--- config.mk ---
export PLATFORM = sky130hd
export DESIGN_NAME = udp_axi_cmd
export DESIGN_NICKNAME = d
export VERILOG_FILES = /design/src/rtl/axi_pkg.sv /design/src/rtl/udp_cmd_pkg.sv /design/src/rtl/sync_fifo.sv /design/src/rtl/udp_frame_parser.sv /design/src/rtl/axi_addr_issuer.sv /design/src/rtl/axi_wdata_streamer.sv /design/src/rtl/udp_axi_cmd.sv
export SDC_FILE = /design/constraint.sdc
export NUM_CORES = 2
export LEC_CHECK = 0
export BUFFER_PORTS_ARGS = -buffer_cell sky130_fd_sc_hd__buf_2
export CORE_ASPECT_RATIO = 0.6
export CORE_UTILIZATION = 63
export DETAILED_ROUTE_END_ITERATION = 6
export PLACE_DENSITY = 0.88
export SYNTH_ARGS = -nofsm -noshare
export SYNTH_HDL_FRONTEND = slang
export SYNTH_HIERARCHICAL = 1
export SYNTH_SLANG_ARGS = --single-unit
--- constraint.sdc ---
create_clock -name gmii_rx_clk -period 6 [get_ports gmii_rx_clk]
set_input_delay 1.2 -clock gmii_rx_clk [delete_from_list [all_inputs] [get_ports gmii_rx_clk]]
set_output_delay 1.2 -clock gmii_rx_clk [all_outputs]
set_load 0.005 [all_outputs]
--- src/rtl/axi_pkg.sv ---
`default_nettype none

package axi_pkg;

    localparam int DATA_W  = 32;            // write data bus
    localparam int ID_W    = 2;             // transaction id
    localparam int LEN_W   = 8;             // beats minus one
    localparam int ADDR_W  = 32;
    localparam int BURST_W = 2;
    localparam int STRB_W  = DATA_W / 8;    // one strobe per byte

    localparam logic [STRB_W-1:0] STRB_ALL = '1;    // every byte lane valid

    localparam logic [BURST_W-1:0] BURST_FIXED = 2'b00;
    localparam logic [BURST_W-1:0] BURST_INCR  = 2'b01;
    localparam logic [BURST_W-1:0] BURST_WRAP  = 2'b10;

    // aw and ar carry the same fields, 44 bits
    typedef struct packed {
        logic [ID_W-1:0]    id;
        logic [ADDR_W-1:0]  addr;
        logic [LEN_W-1:0]   len;
        logic [BURST_W-1:0] burst;
    } axi_aw_t;

    typedef struct packed {
        logic [DATA_W-1:0] data;
        logic [STRB_W-1:0] strb;
        logic              last;    // final beat of the data frame
    } axi_w_t;

endpackage

`default_nettype wire

--- src/rtl/udp_cmd_pkg.sv ---
`default_nettype none

package udp_cmd_pkg;

    localparam int WORD_W = 32;     // one udp_rx_data word
    localparam int TAG_W  = 8;      // top byte of a word

    localparam logic [TAG_W-1:0] TAG_CMD  = 8'h00;  // command frame / valid header
    localparam logic [TAG_W-1:0] TAG_DATA = 8'hff;  // data frame marker

    localparam int DESC_DEPTH = 16;     // per address FIFO
    localparam int BEAT_DEPTH = 64;     // write data FIFO

    // high word arrives first, so tag sits in bits 63:56
    typedef struct packed {
        logic [TAG_W-1:0]            tag;       // 63:56
        logic [axi_pkg::BURST_W-1:0] burst;     // 55:54
        logic [axi_pkg::ID_W-1:0]    id;        // 53:52
        logic [2:0]                  rsvd_hi;   // 51:49
        logic                        wr;        // 48, 1 = aw, 0 = ar
        logic [axi_pkg::LEN_W-1:0]   len;       // 47:40
        logic [7:0]                  rsvd_lo;   // 39:32
        logic [axi_pkg::ADDR_W-1:0]  addr;      // 31:0
    } cmd_header_t;

endpackage

`default_nettype wire

--- src/rtl/sync_fifo.sv ---
`timescale 1ns/1ns
`default_nettype none

module sync_fifo #(
    parameter type payload_t = logic [7:0],
    parameter int  DEPTH     = 16           // power of two
) (
    input  wire           gmii_rx_clk,
    input  wire           rstn,
    input  wire           push,
    input  wire payload_t push_data,
    input  wire           pop,
    output payload_t      head,             // show-ahead, valid when !empty
    output logic          empty,
    output logic          full
);

    localparam int AW = $clog2(DEPTH);

    payload_t       mem [DEPTH];
    logic [AW-1:0]  wr_ptr;
    logic [AW-1:0]  rd_ptr;
    logic [AW:0]    count;                  // one extra bit to tell full from empty
    logic           do_push;
    logic           do_pop;

    assign do_push = push && !full;         // overflow drops the entry
    assign do_pop  = pop && !empty;
    assign empty   = count == '0;
    assign full    = count == (AW+1)'(DEPTH);
    assign head    = mem[rd_ptr];

    always_ff @(posedge gmii_rx_clk or negedge rstn) begin
        if (!rstn) begin
            wr_ptr <= '0;
            rd_ptr <= '0;
            count  <= '0;
        end else begin
            if (do_push) wr_ptr <= wr_ptr + 1'b1;   // wraps at DEPTH
            if (do_pop) rd_ptr <= rd_ptr + 1'b1;
            case ({do_push, do_pop})
                2'b10:   count <= count + 1'b1;
                2'b01:   count <= count - 1'b1;
                default: count <= count;            // both or neither
            endcase
        end
    end

    always_ff @(posedge gmii_rx_clk) begin
        if (do_push) mem[wr_ptr] <= push_data;
    end

endmodule

`default_nettype wire

--- src/rtl/udp_frame_parser.sv ---
`timescale 1ns/1ns
`default_nettype none

module udp_frame_parser (
    input  wire                              gmii_rx_clk,
    input  wire                              rstn,
    input  wire                              udp_rx_en,
    input  wire                              udp_rx_done,
    input  wire [udp_cmd_pkg::WORD_W-1:0]    udp_rx_data,
    output logic                             aw_push,
    output axi_pkg::axi_aw_t                 aw_desc,
    output logic                             ar_push,
    output axi_pkg::axi_aw_t                 ar_desc,
    output logic                             w_push,
    output axi_pkg::axi_w_t                  w_beat
);

    typedef enum logic [1:0] {
        st_idle,        // waiting for the first word of a frame
        st_cmd,         // header pairs
        st_data,        // write beats
        st_skip         // unknown tag, wait for done
    } state_t;

    state_t                             state;
    logic                               odd;        // high word held, low word next
    logic [udp_cmd_pkg::WORD_W-1:0]     hi_word;
    logic [udp_cmd_pkg::TAG_W-1:0]      word_tag;
    udp_cmd_pkg::cmd_header_t           hdr;
    axi_pkg::axi_aw_t                   desc_q;     // shared by both address FIFOs
    logic                               pair_done;

    assign word_tag  = udp_rx_data[udp_cmd_pkg::WORD_W-1 -: udp_cmd_pkg::TAG_W];
    assign hdr       = {hi_word, udp_rx_data};      // only meaningful on the low word
    assign pair_done = udp_rx_en && state == st_cmd && odd;
    assign aw_desc   = desc_q;
    assign ar_desc   = desc_q;                      // push strobe picks the FIFO

    always_ff @(posedge gmii_rx_clk or negedge rstn) begin
        if (!rstn) begin
            state   <= st_idle;
            odd     <= 1'b0;
            aw_push <= 1'b0;
            ar_push <= 1'b0;
            w_push  <= 1'b0;
        end else begin
            aw_push <= 1'b0;        // single-cycle strobes
            ar_push <= 1'b0;
            w_push  <= 1'b0;
            if (udp_rx_en) begin
                case (state)
                    st_idle: begin
                        odd <= word_tag == udp_cmd_pkg::TAG_CMD;  // first word is a high word
                        if (word_tag == udp_cmd_pkg::TAG_CMD) state <= st_cmd;
                        else if (word_tag == udp_cmd_pkg::TAG_DATA) state <= st_data;
                        else state <= st_skip;
                    end
                    st_cmd: begin
                        odd <= !odd;
                        if (odd && hdr.tag == udp_cmd_pkg::TAG_CMD) begin
                            aw_push <= hdr.wr;      // bit 48 picks the channel
                            ar_push <= !hdr.wr;
                        end
                    end
                    st_data: w_push <= 1'b1;        // marker already dropped in idle
                    default: ;                      // skip ignores the word
                endcase
                if (udp_rx_done) state <= st_idle;  // odd last word falls away here
            end
        end
    end

    // payload side, no reset
    always_ff @(posedge gmii_rx_clk) begin
        if (udp_rx_en && !(state == st_cmd && odd)) hi_word <= udp_rx_data;
        if (pair_done) begin
            desc_q <= '{id: hdr.id, addr: hdr.addr, len: hdr.len, burst: hdr.burst};
        end
        if (udp_rx_en && state == st_data) begin
            w_beat <= '{data: udp_rx_data, strb: axi_pkg::STRB_ALL, last: udp_rx_done};
        end
    end

endmodule

`default_nettype wire

--- src/rtl/axi_addr_issuer.sv ---
`timescale 1ns/1ns
`default_nettype none

module axi_addr_issuer (
    input  wire                   gmii_rx_clk,
    input  wire                   rstn,
    input  wire axi_pkg::axi_aw_t fifo_head,
    input  wire                   fifo_empty,
    input  wire                   ready,
    output logic                  fifo_pop,
    output axi_pkg::axi_aw_t      desc,
    output logic                  valid
);

    // take a new descriptor only while nothing is offered
    assign fifo_pop = !valid && !fifo_empty;

    always_ff @(posedge gmii_rx_clk or negedge rstn) begin
        if (!rstn) begin
            valid <= 1'b0;
        end else if (valid) begin
            if (ready) valid <= 1'b0;       // handshake done, go idle
        end else if (!fifo_empty) begin
            valid <= 1'b1;                  // same edge as the pop
        end
    end

    // held stable for the whole offer
    always_ff @(posedge gmii_rx_clk) begin
        if (fifo_pop) desc <= fifo_head;
    end

endmodule

`default_nettype wire

--- src/rtl/axi_wdata_streamer.sv ---
`timescale 1ns/1ns
`default_nettype none

module axi_wdata_streamer (
    input  wire                  gmii_rx_clk,
    input  wire                  rstn,
    input  wire axi_pkg::axi_w_t fifo_head,
    input  wire                  fifo_empty,
    input  wire                  w_ready,
    input  wire                  b_valid,
    output logic                 fifo_pop,
    output axi_pkg::axi_w_t      w,
    output logic                 w_valid,
    output logic                 b_ready
);

    logic load;

    // stage empty, or its beat leaves this cycle
    assign load     = !fifo_empty && (!w_valid || w_ready);
    assign fifo_pop = load;

    always_ff @(posedge gmii_rx_clk or negedge rstn) begin
        if (!rstn) begin
            w_valid <= 1'b0;
            b_ready <= 1'b0;
        end else begin
            if (load) begin
                w_valid <= 1'b1;            // back-to-back, no bubble
            end else if (w_ready) begin
                w_valid <= 1'b0;            // handed off, nothing queued
            end
            // arm after reset, re-arm on each dropped response
            if (!b_ready || b_valid) b_ready <= 1'b1;
        end
    end

    always_ff @(posedge gmii_rx_clk) begin
        if (load) w <= fifo_head;
    end

endmodule

`default_nettype wire

--- src/rtl/udp_axi_cmd.sv ---
`timescale 1ns/1ns
`default_nettype none

module udp_axi_cmd (
    input  wire                           gmii_rx_clk,
    input  wire                           rstn,
    input  wire                           udp_rx_en,
    input  wire                           udp_rx_done,
    input  wire [udp_cmd_pkg::WORD_W-1:0] udp_rx_data,
    input  wire                           aw_ready,
    input  wire                           ar_ready,
    input  wire                           w_ready,
    input  wire                           b_valid,
    output axi_pkg::axi_aw_t              aw,
    output logic                          aw_valid,
    output axi_pkg::axi_aw_t              ar,
    output logic                          ar_valid,
    output axi_pkg::axi_w_t               w,
    output logic                          w_valid,
    output logic                          b_ready
);

    logic             aw_push;      // parser side
    logic             ar_push;
    logic             w_push;
    axi_pkg::axi_aw_t aw_desc;
    axi_pkg::axi_aw_t ar_desc;
    axi_pkg::axi_w_t  w_beat;

    axi_pkg::axi_aw_t aw_head;      // FIFO heads
    axi_pkg::axi_aw_t ar_head;
    axi_pkg::axi_w_t  w_head;
    logic             aw_empty;
    logic             ar_empty;
    logic             w_empty;
    logic             aw_pop;
    logic             ar_pop;
    logic             w_pop;

    udp_frame_parser i_parser (
        .gmii_rx_clk (gmii_rx_clk),
        .rstn        (rstn),
        .udp_rx_en   (udp_rx_en),
        .udp_rx_done (udp_rx_done),
        .udp_rx_data (udp_rx_data),
        .aw_push     (aw_push),
        .aw_desc     (aw_desc),
        .ar_push     (ar_push),
        .ar_desc     (ar_desc),
        .w_push      (w_push),
        .w_beat      (w_beat)
    );

    sync_fifo #(
        .payload_t (axi_pkg::axi_aw_t),
        .DEPTH     (udp_cmd_pkg::DESC_DEPTH)
    ) i_aw_fifo (
        .gmii_rx_clk (gmii_rx_clk),
        .rstn        (rstn),
        .push        (aw_push),
        .push_data   (aw_desc),
        .pop         (aw_pop),
        .head        (aw_head),
        .empty       (aw_empty),
        .full        ()             // overflow handled inside, no back-pressure
    );

    sync_fifo #(
        .payload_t (axi_pkg::axi_aw_t),
        .DEPTH     (udp_cmd_pkg::DESC_DEPTH)
    ) i_ar_fifo (
        .gmii_rx_clk (gmii_rx_clk),
        .rstn        (rstn),
        .push        (ar_push),
        .push_data   (ar_desc),
        .pop         (ar_pop),
        .head        (ar_head),
        .empty       (ar_empty),
        .full        ()
    );

    sync_fifo #(
        .payload_t (axi_pkg::axi_w_t),
        .DEPTH     (udp_cmd_pkg::BEAT_DEPTH)
    ) i_w_fifo (
        .gmii_rx_clk (gmii_rx_clk),
        .rstn        (rstn),
        .push        (w_push),
        .push_data   (w_beat),
        .pop         (w_pop),
        .head        (w_head),
        .empty       (w_empty),
        .full        ()
    );

    axi_addr_issuer i_aw_issuer (
        .gmii_rx_clk (gmii_rx_clk),
        .rstn        (rstn),
        .fifo_head   (aw_head),
        .fifo_empty  (aw_empty),
        .ready       (aw_ready),
        .fifo_pop    (aw_pop),
        .desc        (aw),
        .valid       (aw_valid)
    );

    axi_addr_issuer i_ar_issuer (
        .gmii_rx_clk (gmii_rx_clk),
        .rstn        (rstn),
        .fifo_head   (ar_head),
        .fifo_empty  (ar_empty),
        .ready       (ar_ready),
        .fifo_pop    (ar_pop),
        .desc        (ar),
        .valid       (ar_valid)
    );

    axi_wdata_streamer i_w_streamer (
        .gmii_rx_clk (gmii_rx_clk),
        .rstn        (rstn),
        .fifo_head   (w_head),
        .fifo_empty  (w_empty),
        .w_ready     (w_ready),
        .b_valid     (b_valid),
        .fifo_pop    (w_pop),
        .w           (w),
        .w_valid     (w_valid),
        .b_ready     (b_ready)
    );

endmodule

`default_nettype wire

* After elaboration in Yosys (flattened, before gate mapping)
Memory sizes are Yosys's and may differ from the RTL's. A register that Yosys moved wholly into a read port is not among the register bits. Index checks and enable logic that the tools add are counted.
Cells by class: add/subtract/negate cells 12, equality and inequality tests 12, mux-type cells 30, reductions and logical operators 44
Operators with widths (count):
- $mux 1 | 23
- $pmux 5 s2 | 2
- $add 4x1->4 const B | 4
- $logic_not 8->1 | 2
- $logic_and 1x1->1 | 15
- $pmux 7 s2 | 1
- $logic_not 1->1 | 13
- $add 6x1->6 const B | 2
- $reduce_bool 2->1 | 6
- $add 5x1->5 const B | 2
- $eq 5x5->1 const B | 2
- $logic_not 5->1 | 2
- $sub 5x1->5 const B | 2
- $eq 2x1->1 const B | 4
- $eq 2x2->1 const B | 4
- $eq 8x8->1 const B | 1
- $add 7x1->7 const B | 1
- $eq 7x7->1 const B | 1
- $logic_not 7->1 | 1
- $sub 7x1->7 const B | 1
- $mux 2 | 3
- $reduce_and 2->1 | 2
- $logic_not 2->1 | 1
- $logic_or 1x1->1 | 2
- $pmux 1 s2 | 1
Storage, ports and cells: bits in registers 168, bits in writable memories 3520, input port bits 40, output and inout port bits 129, word-level logic and storage cells 127, memories kept 3
Memory list:
- i_w_fifo.mem | depth 64, width 33, rd ports 1, clocked after memory_dff 1, wr ports 1, RTL line sync_fifo.sv:20 | payload_t mem [DEPTH];
- i_ar_fifo.mem | depth 16, width 44, rd ports 1, clocked after memory_dff 1, wr ports 1, RTL line sync_fifo.sv:20
- i_aw_fifo.mem | depth 16, width 44, rd ports 1, clocked after memory_dff 1, wr ports 1, RTL line sync_fifo.sv:20

* Depth between registers and ports, before layout
depth after elaboration 6, depth in mapped cells 15

* Cells and area by module
The synthesis kept the hierarchy.
Modules (own cells, without submodules):
- sync_fifo (i_w_fifo) | times used 1, cells an instance 4019, area an instance 91607.9 um^2
- sync_fifo (i_ar_fifo) | times used 1, cells an instance 1401, area an instance 27889.2 um^2
- sync_fifo (i_aw_fifo) | times used 1, cells an instance 1401, area an instance 27839.2 um^2
- udp_frame_parser | times used 1, cells an instance 175, area an instance 3614.7 um^2
- axi_addr_issuer | times used 2, cells an instance 47, area an instance 1360.1 um^2
- axi_wdata_streamer | times used 1, cells an instance 44, area an instance 1189.9 um^2

* Worst setup path before layout
OpenSTA, ideal clock, no wires.
path kind input port to flip-flop, from in w_ready, to reg i_w_fifo.count[6], setup time 0.079 ns, arrival time 4.561 ns, setup slack 1.360 ns, stages 12, path buffers 1, cell sequence inv_1 > a21oi_2 > nor2b_1 > clkbuf_1 > ha_1 > ha_1 > nor2b_1 > o21ai_0 > a21boi_0 > or4_1 > nand3_1 > xor2_1
Between the ends: cells in the longest elaborated chain, start to end 5
Ends and longest elaborated chain:
- start, declared | RTL line udp_axi_cmd.sv:12 | input wire w_ready,
- $logic_or 1x1->1 * | RTL line axi_wdata_streamer.sv:20 | assign load = !fifo_empty && (!w_valid || w_ready);
- $logic_and 1x1->1 * | RTL line axi_wdata_streamer.sv:20
- net w_pop | RTL line udp_axi_cmd.sv:38 | logic w_pop;
- $logic_and 1x1->1 * | RTL line sync_fifo.sv:28 | assign do_pop = pop && !empty;
- net i_w_fifo.do_pop | RTL line sync_fifo.sv:25 | logic do_pop;
- $eq 2x1->1 / $eq 2x2->1 (equally long branches) | RTL line sync_fifo.sv:41 | case ({do_push, do_pop})
- $pmux 7 s2 / $reduce_bool 2->1 (equally long branches)
- end signal, assigned | RTL line sync_fifo.sv:42 | 2'b10: count <= count + 1'b1;
- end signal, assigned | RTL line sync_fifo.sv:43 | 2'b01: count <= count - 1'b1;
- end signal, assigned | RTL line sync_fifo.sv:44 | default: count <= count;
- end, declared | RTL line sync_fifo.sv:23 | logic [AW:0] count;
The timed path passes the listed nets; every way through them passes the cells marked *. A chain may end at the register's enable or synchronous reset.

* Worst setup path in the final report
from reg i_w_fifo.count[0], to reg i_w_fifo.count[6]
Between the ends: cells in the longest elaborated chain, start to end 6
Ends and longest elaborated chain:
- $logic_not 7->1 * | RTL line sync_fifo.sv:29 | assign empty = count == '0;
- net w_empty | RTL line udp_axi_cmd.sv:35 | logic w_empty;
- $logic_not 1->1 * | RTL line axi_wdata_streamer.sv:20
- $logic_and 1x1->1 * | RTL line axi_wdata_streamer.sv:20
- net w_pop | RTL line udp_axi_cmd.sv:38
- $logic_and 1x1->1 * | RTL line sync_fifo.sv:28
- $eq 2x1->1 / $eq 2x2->1 (equally long branches) | RTL line sync_fifo.sv:41
- $pmux 7 s2 / $reduce_bool 2->1 (equally long branches)
Marked as above.

==> results.toml <==
[cts]
cts_tree = "built"
cts_setup_buffers = 0
root_buffer = "clkbuf_16"
clock_sinks = 4054
clk-insertion-delay-late_ns = 0.92
htree_levels = 5
hold_buffers = 0
cts_max_path_buffers = 4
numCtsBuffers = 343
cts_resized = 0
clkTransAtPathRegs_ns = 0.07

[timing]
period_share_pct = 74.4
worst_pin_slew_ns = 1.47
rsz0062_at_grt = "no"
fin_tns_setup_ns = 0
postLayoutSetupSlackWorst_ns = 1.53
finalClockSkew_ns = 0.0911
timing.final.crit_period_ns = 4.47
drv_slew = 0
fmax_ghz = 0.224
hold_viol_final = 0
setup_viol = 0
slew_headroom_pct = 1.72

[grt]
grt_usage_pct = 35.8
grt_pass1_wl_um = 622000
grt_max_degree = 122
grt_pass1_vias = 84600
grt_antenna_before_repair = 30
grt_overflow_total = 0

[final_layout]
mostFrequentLayoutCells = "edfxtp_1 (3,999), mux4_2 (761), mux2i_1 (453)"
final_cell_area_um2 = 171000
final_nets = 7493
stdcell_count = 11000
syn_to_final_growth_pct = 10.4
layout_commonest_cell = "edfxtp_1"
drive_above_1_share_pct = 23.9

[route]
drtPass1Iterations = 7
viasPerCell = 7.61
drtIter0Drc = 16900
num_vias = 83600
ant_nets = 0
drc = 0
post_drt_wl_per_cell_um = 40.4
drt_wl_total_um = 444000

[outcome]
outcome = "completed"

[logic_synthesis]
synth.yosys.warnings = 6
avgSynthCellArea_um2 = 21.7
synthCells = 7131
synth_area_um2 = 155000

[pwr]
ir_drop_v = 0.000370
power_density_nw_per_um2 = 397
leakage_uw = 0.0529
total_power_uw = 67900

[place]
hpwl_um = 224000
pre_cts_ws_ns = 1.84
numPortBuffers = 167
place_inst = 10300
place_area_um2 = 160000
gp_congestion = 0.854

[setup_path]
max_stage_delay_ns = 0.64
cp-start-kind = "flip-flop"
cp.required_ns = 6.76
slowest_stage = "nor4_1"
crit_path_max_fanout = 8
cp-end-kind = "flip-flop"
path_class = "reg -> reg"
crit_top_cell = "nor2b_1"
crit_chain = "nor4_1, nand2_1, nor2_1, a21oi_4, nor2b_1, ha_1, inv_1, fa_1, nor2b_1, o21ai_0, a21boi_0, or4_1, nand3_1, xor2_1"
crit_arrival_ns = 5.23

[hold_path]
holdCritPathClass = "reg -> reg"

[floorplanning]
core-area_um2 = 243000
start_util_pct = 63.6
ios = 169
die_y_um = 386
die_area_um2 = 248000
fp.dieW_um = 642
std_cell_rows = 140

[run]
cap_violations = 0
## final timing paths
path / startpoint / end / depth (start not counted) / slack [ns]
worst max-delay path: i_w_fifo/count[0]$_DFFE_PN0P_ / i_w_fifo/count[6]$_DFFE_PN0P_ / 14 / 1.53
worst min-delay path: i_parser/hi_word[23]$_DFFE_PP_ / i_parser/ar_desc[1]$_DFFE_PP_ / 0 / 0.43
worst max register to register: i_w_fifo/count[0]$_DFFE_PN0P_ / i_w_fifo/count[6]$_DFFE_PN0P_ / 14 / 1.53
worst min register to register: i_parser/hi_word[23]$_DFFE_PP_ / i_parser/ar_desc[1]$_DFFE_PP_ / 0 / 0.43
max in group asynchronous: rstn / i_w_fifo/rd_ptr[0]$_DFFE_PN0P_ / 2 / 4.70
min in group asynchronous: rstn / i_w_streamer/b_ready$_DFFE_PN0P_ / 2 / 0.52
## sequential cells by signal, indices dropped and copies added, names as in the netlist, 5 cells and up
signal,cells
i_aw_issuer/desc,44
i_ar_fifo/mem,704
i_w_fifo/count,7
i_parser/w_beat,33
i_parser/hi_word,21
i_aw_fifo/mem,704
i_ar_issuer/desc,44
i_w_fifo/wr_ptr,6
i_parser/ar_desc,44
i_w_fifo/rd_ptr,6
i_ar_fifo/count,5
i_w_fifo/mem,2368
i_aw_fifo/count,5
i_w_streamer/w,37
## power breakdown
part / switching, uW / leakage (uW) / internal [uW]
clock network: 10400 / 0.00535 / 12300
registers: 918 / 0.0367 / 31500
logic: 7340 / 0.0109 / 5400
## metrics by stage
stage                     util [%]  hold slack [ns]
after floorplan                  -            0.400
after global placement        65.7            0.408
after detailed placement      65.7            0.414
after CTS                     70.1            0.431
after global routing          70.2            0.452
final                         70.2            0.431
## worst max-delay path, delay by kind of cell (launching register included)
family	cells	cell delay, ns
flops	1	0.45
compound gates	3	0.56
fa+ha+maj	2	0.68
buf+inv	1	0.21
simple gates	7	2.21
xor+xnor	1	0.23
## routing by layer
metal | vias to the layer above | global-route usage (%) | part of all wire, %
li1 | 30300 | - | -
met5 | - | 0 | 0.031
met1 | 41600 | 47.5 | 31
met3 | 2055 | 10.5 | 17
met4 | 14 | 20.5 | 7.0
met2 | 9654 | 54.2 | 45
## layout make-up
| class | instances | area (um2) |
|---|---|---|
| Fill cell | 12800 | 72600 |
| Multi-Input combinational cell | 2622 | 31400 |
| Inverter | 26 | 103 |
| Antenna cell | 34 | 85.1 |
| Clock inverter | 188 | 1830 |
| Sequential cell | 4054 | 122000 |
| Clock buffer | 425 | 9110 |
| Tap cell | 3266 | 4090 |
| Timing Repair Buffer | 377 | 2740 |
Power figures use the tool's default switching activity.
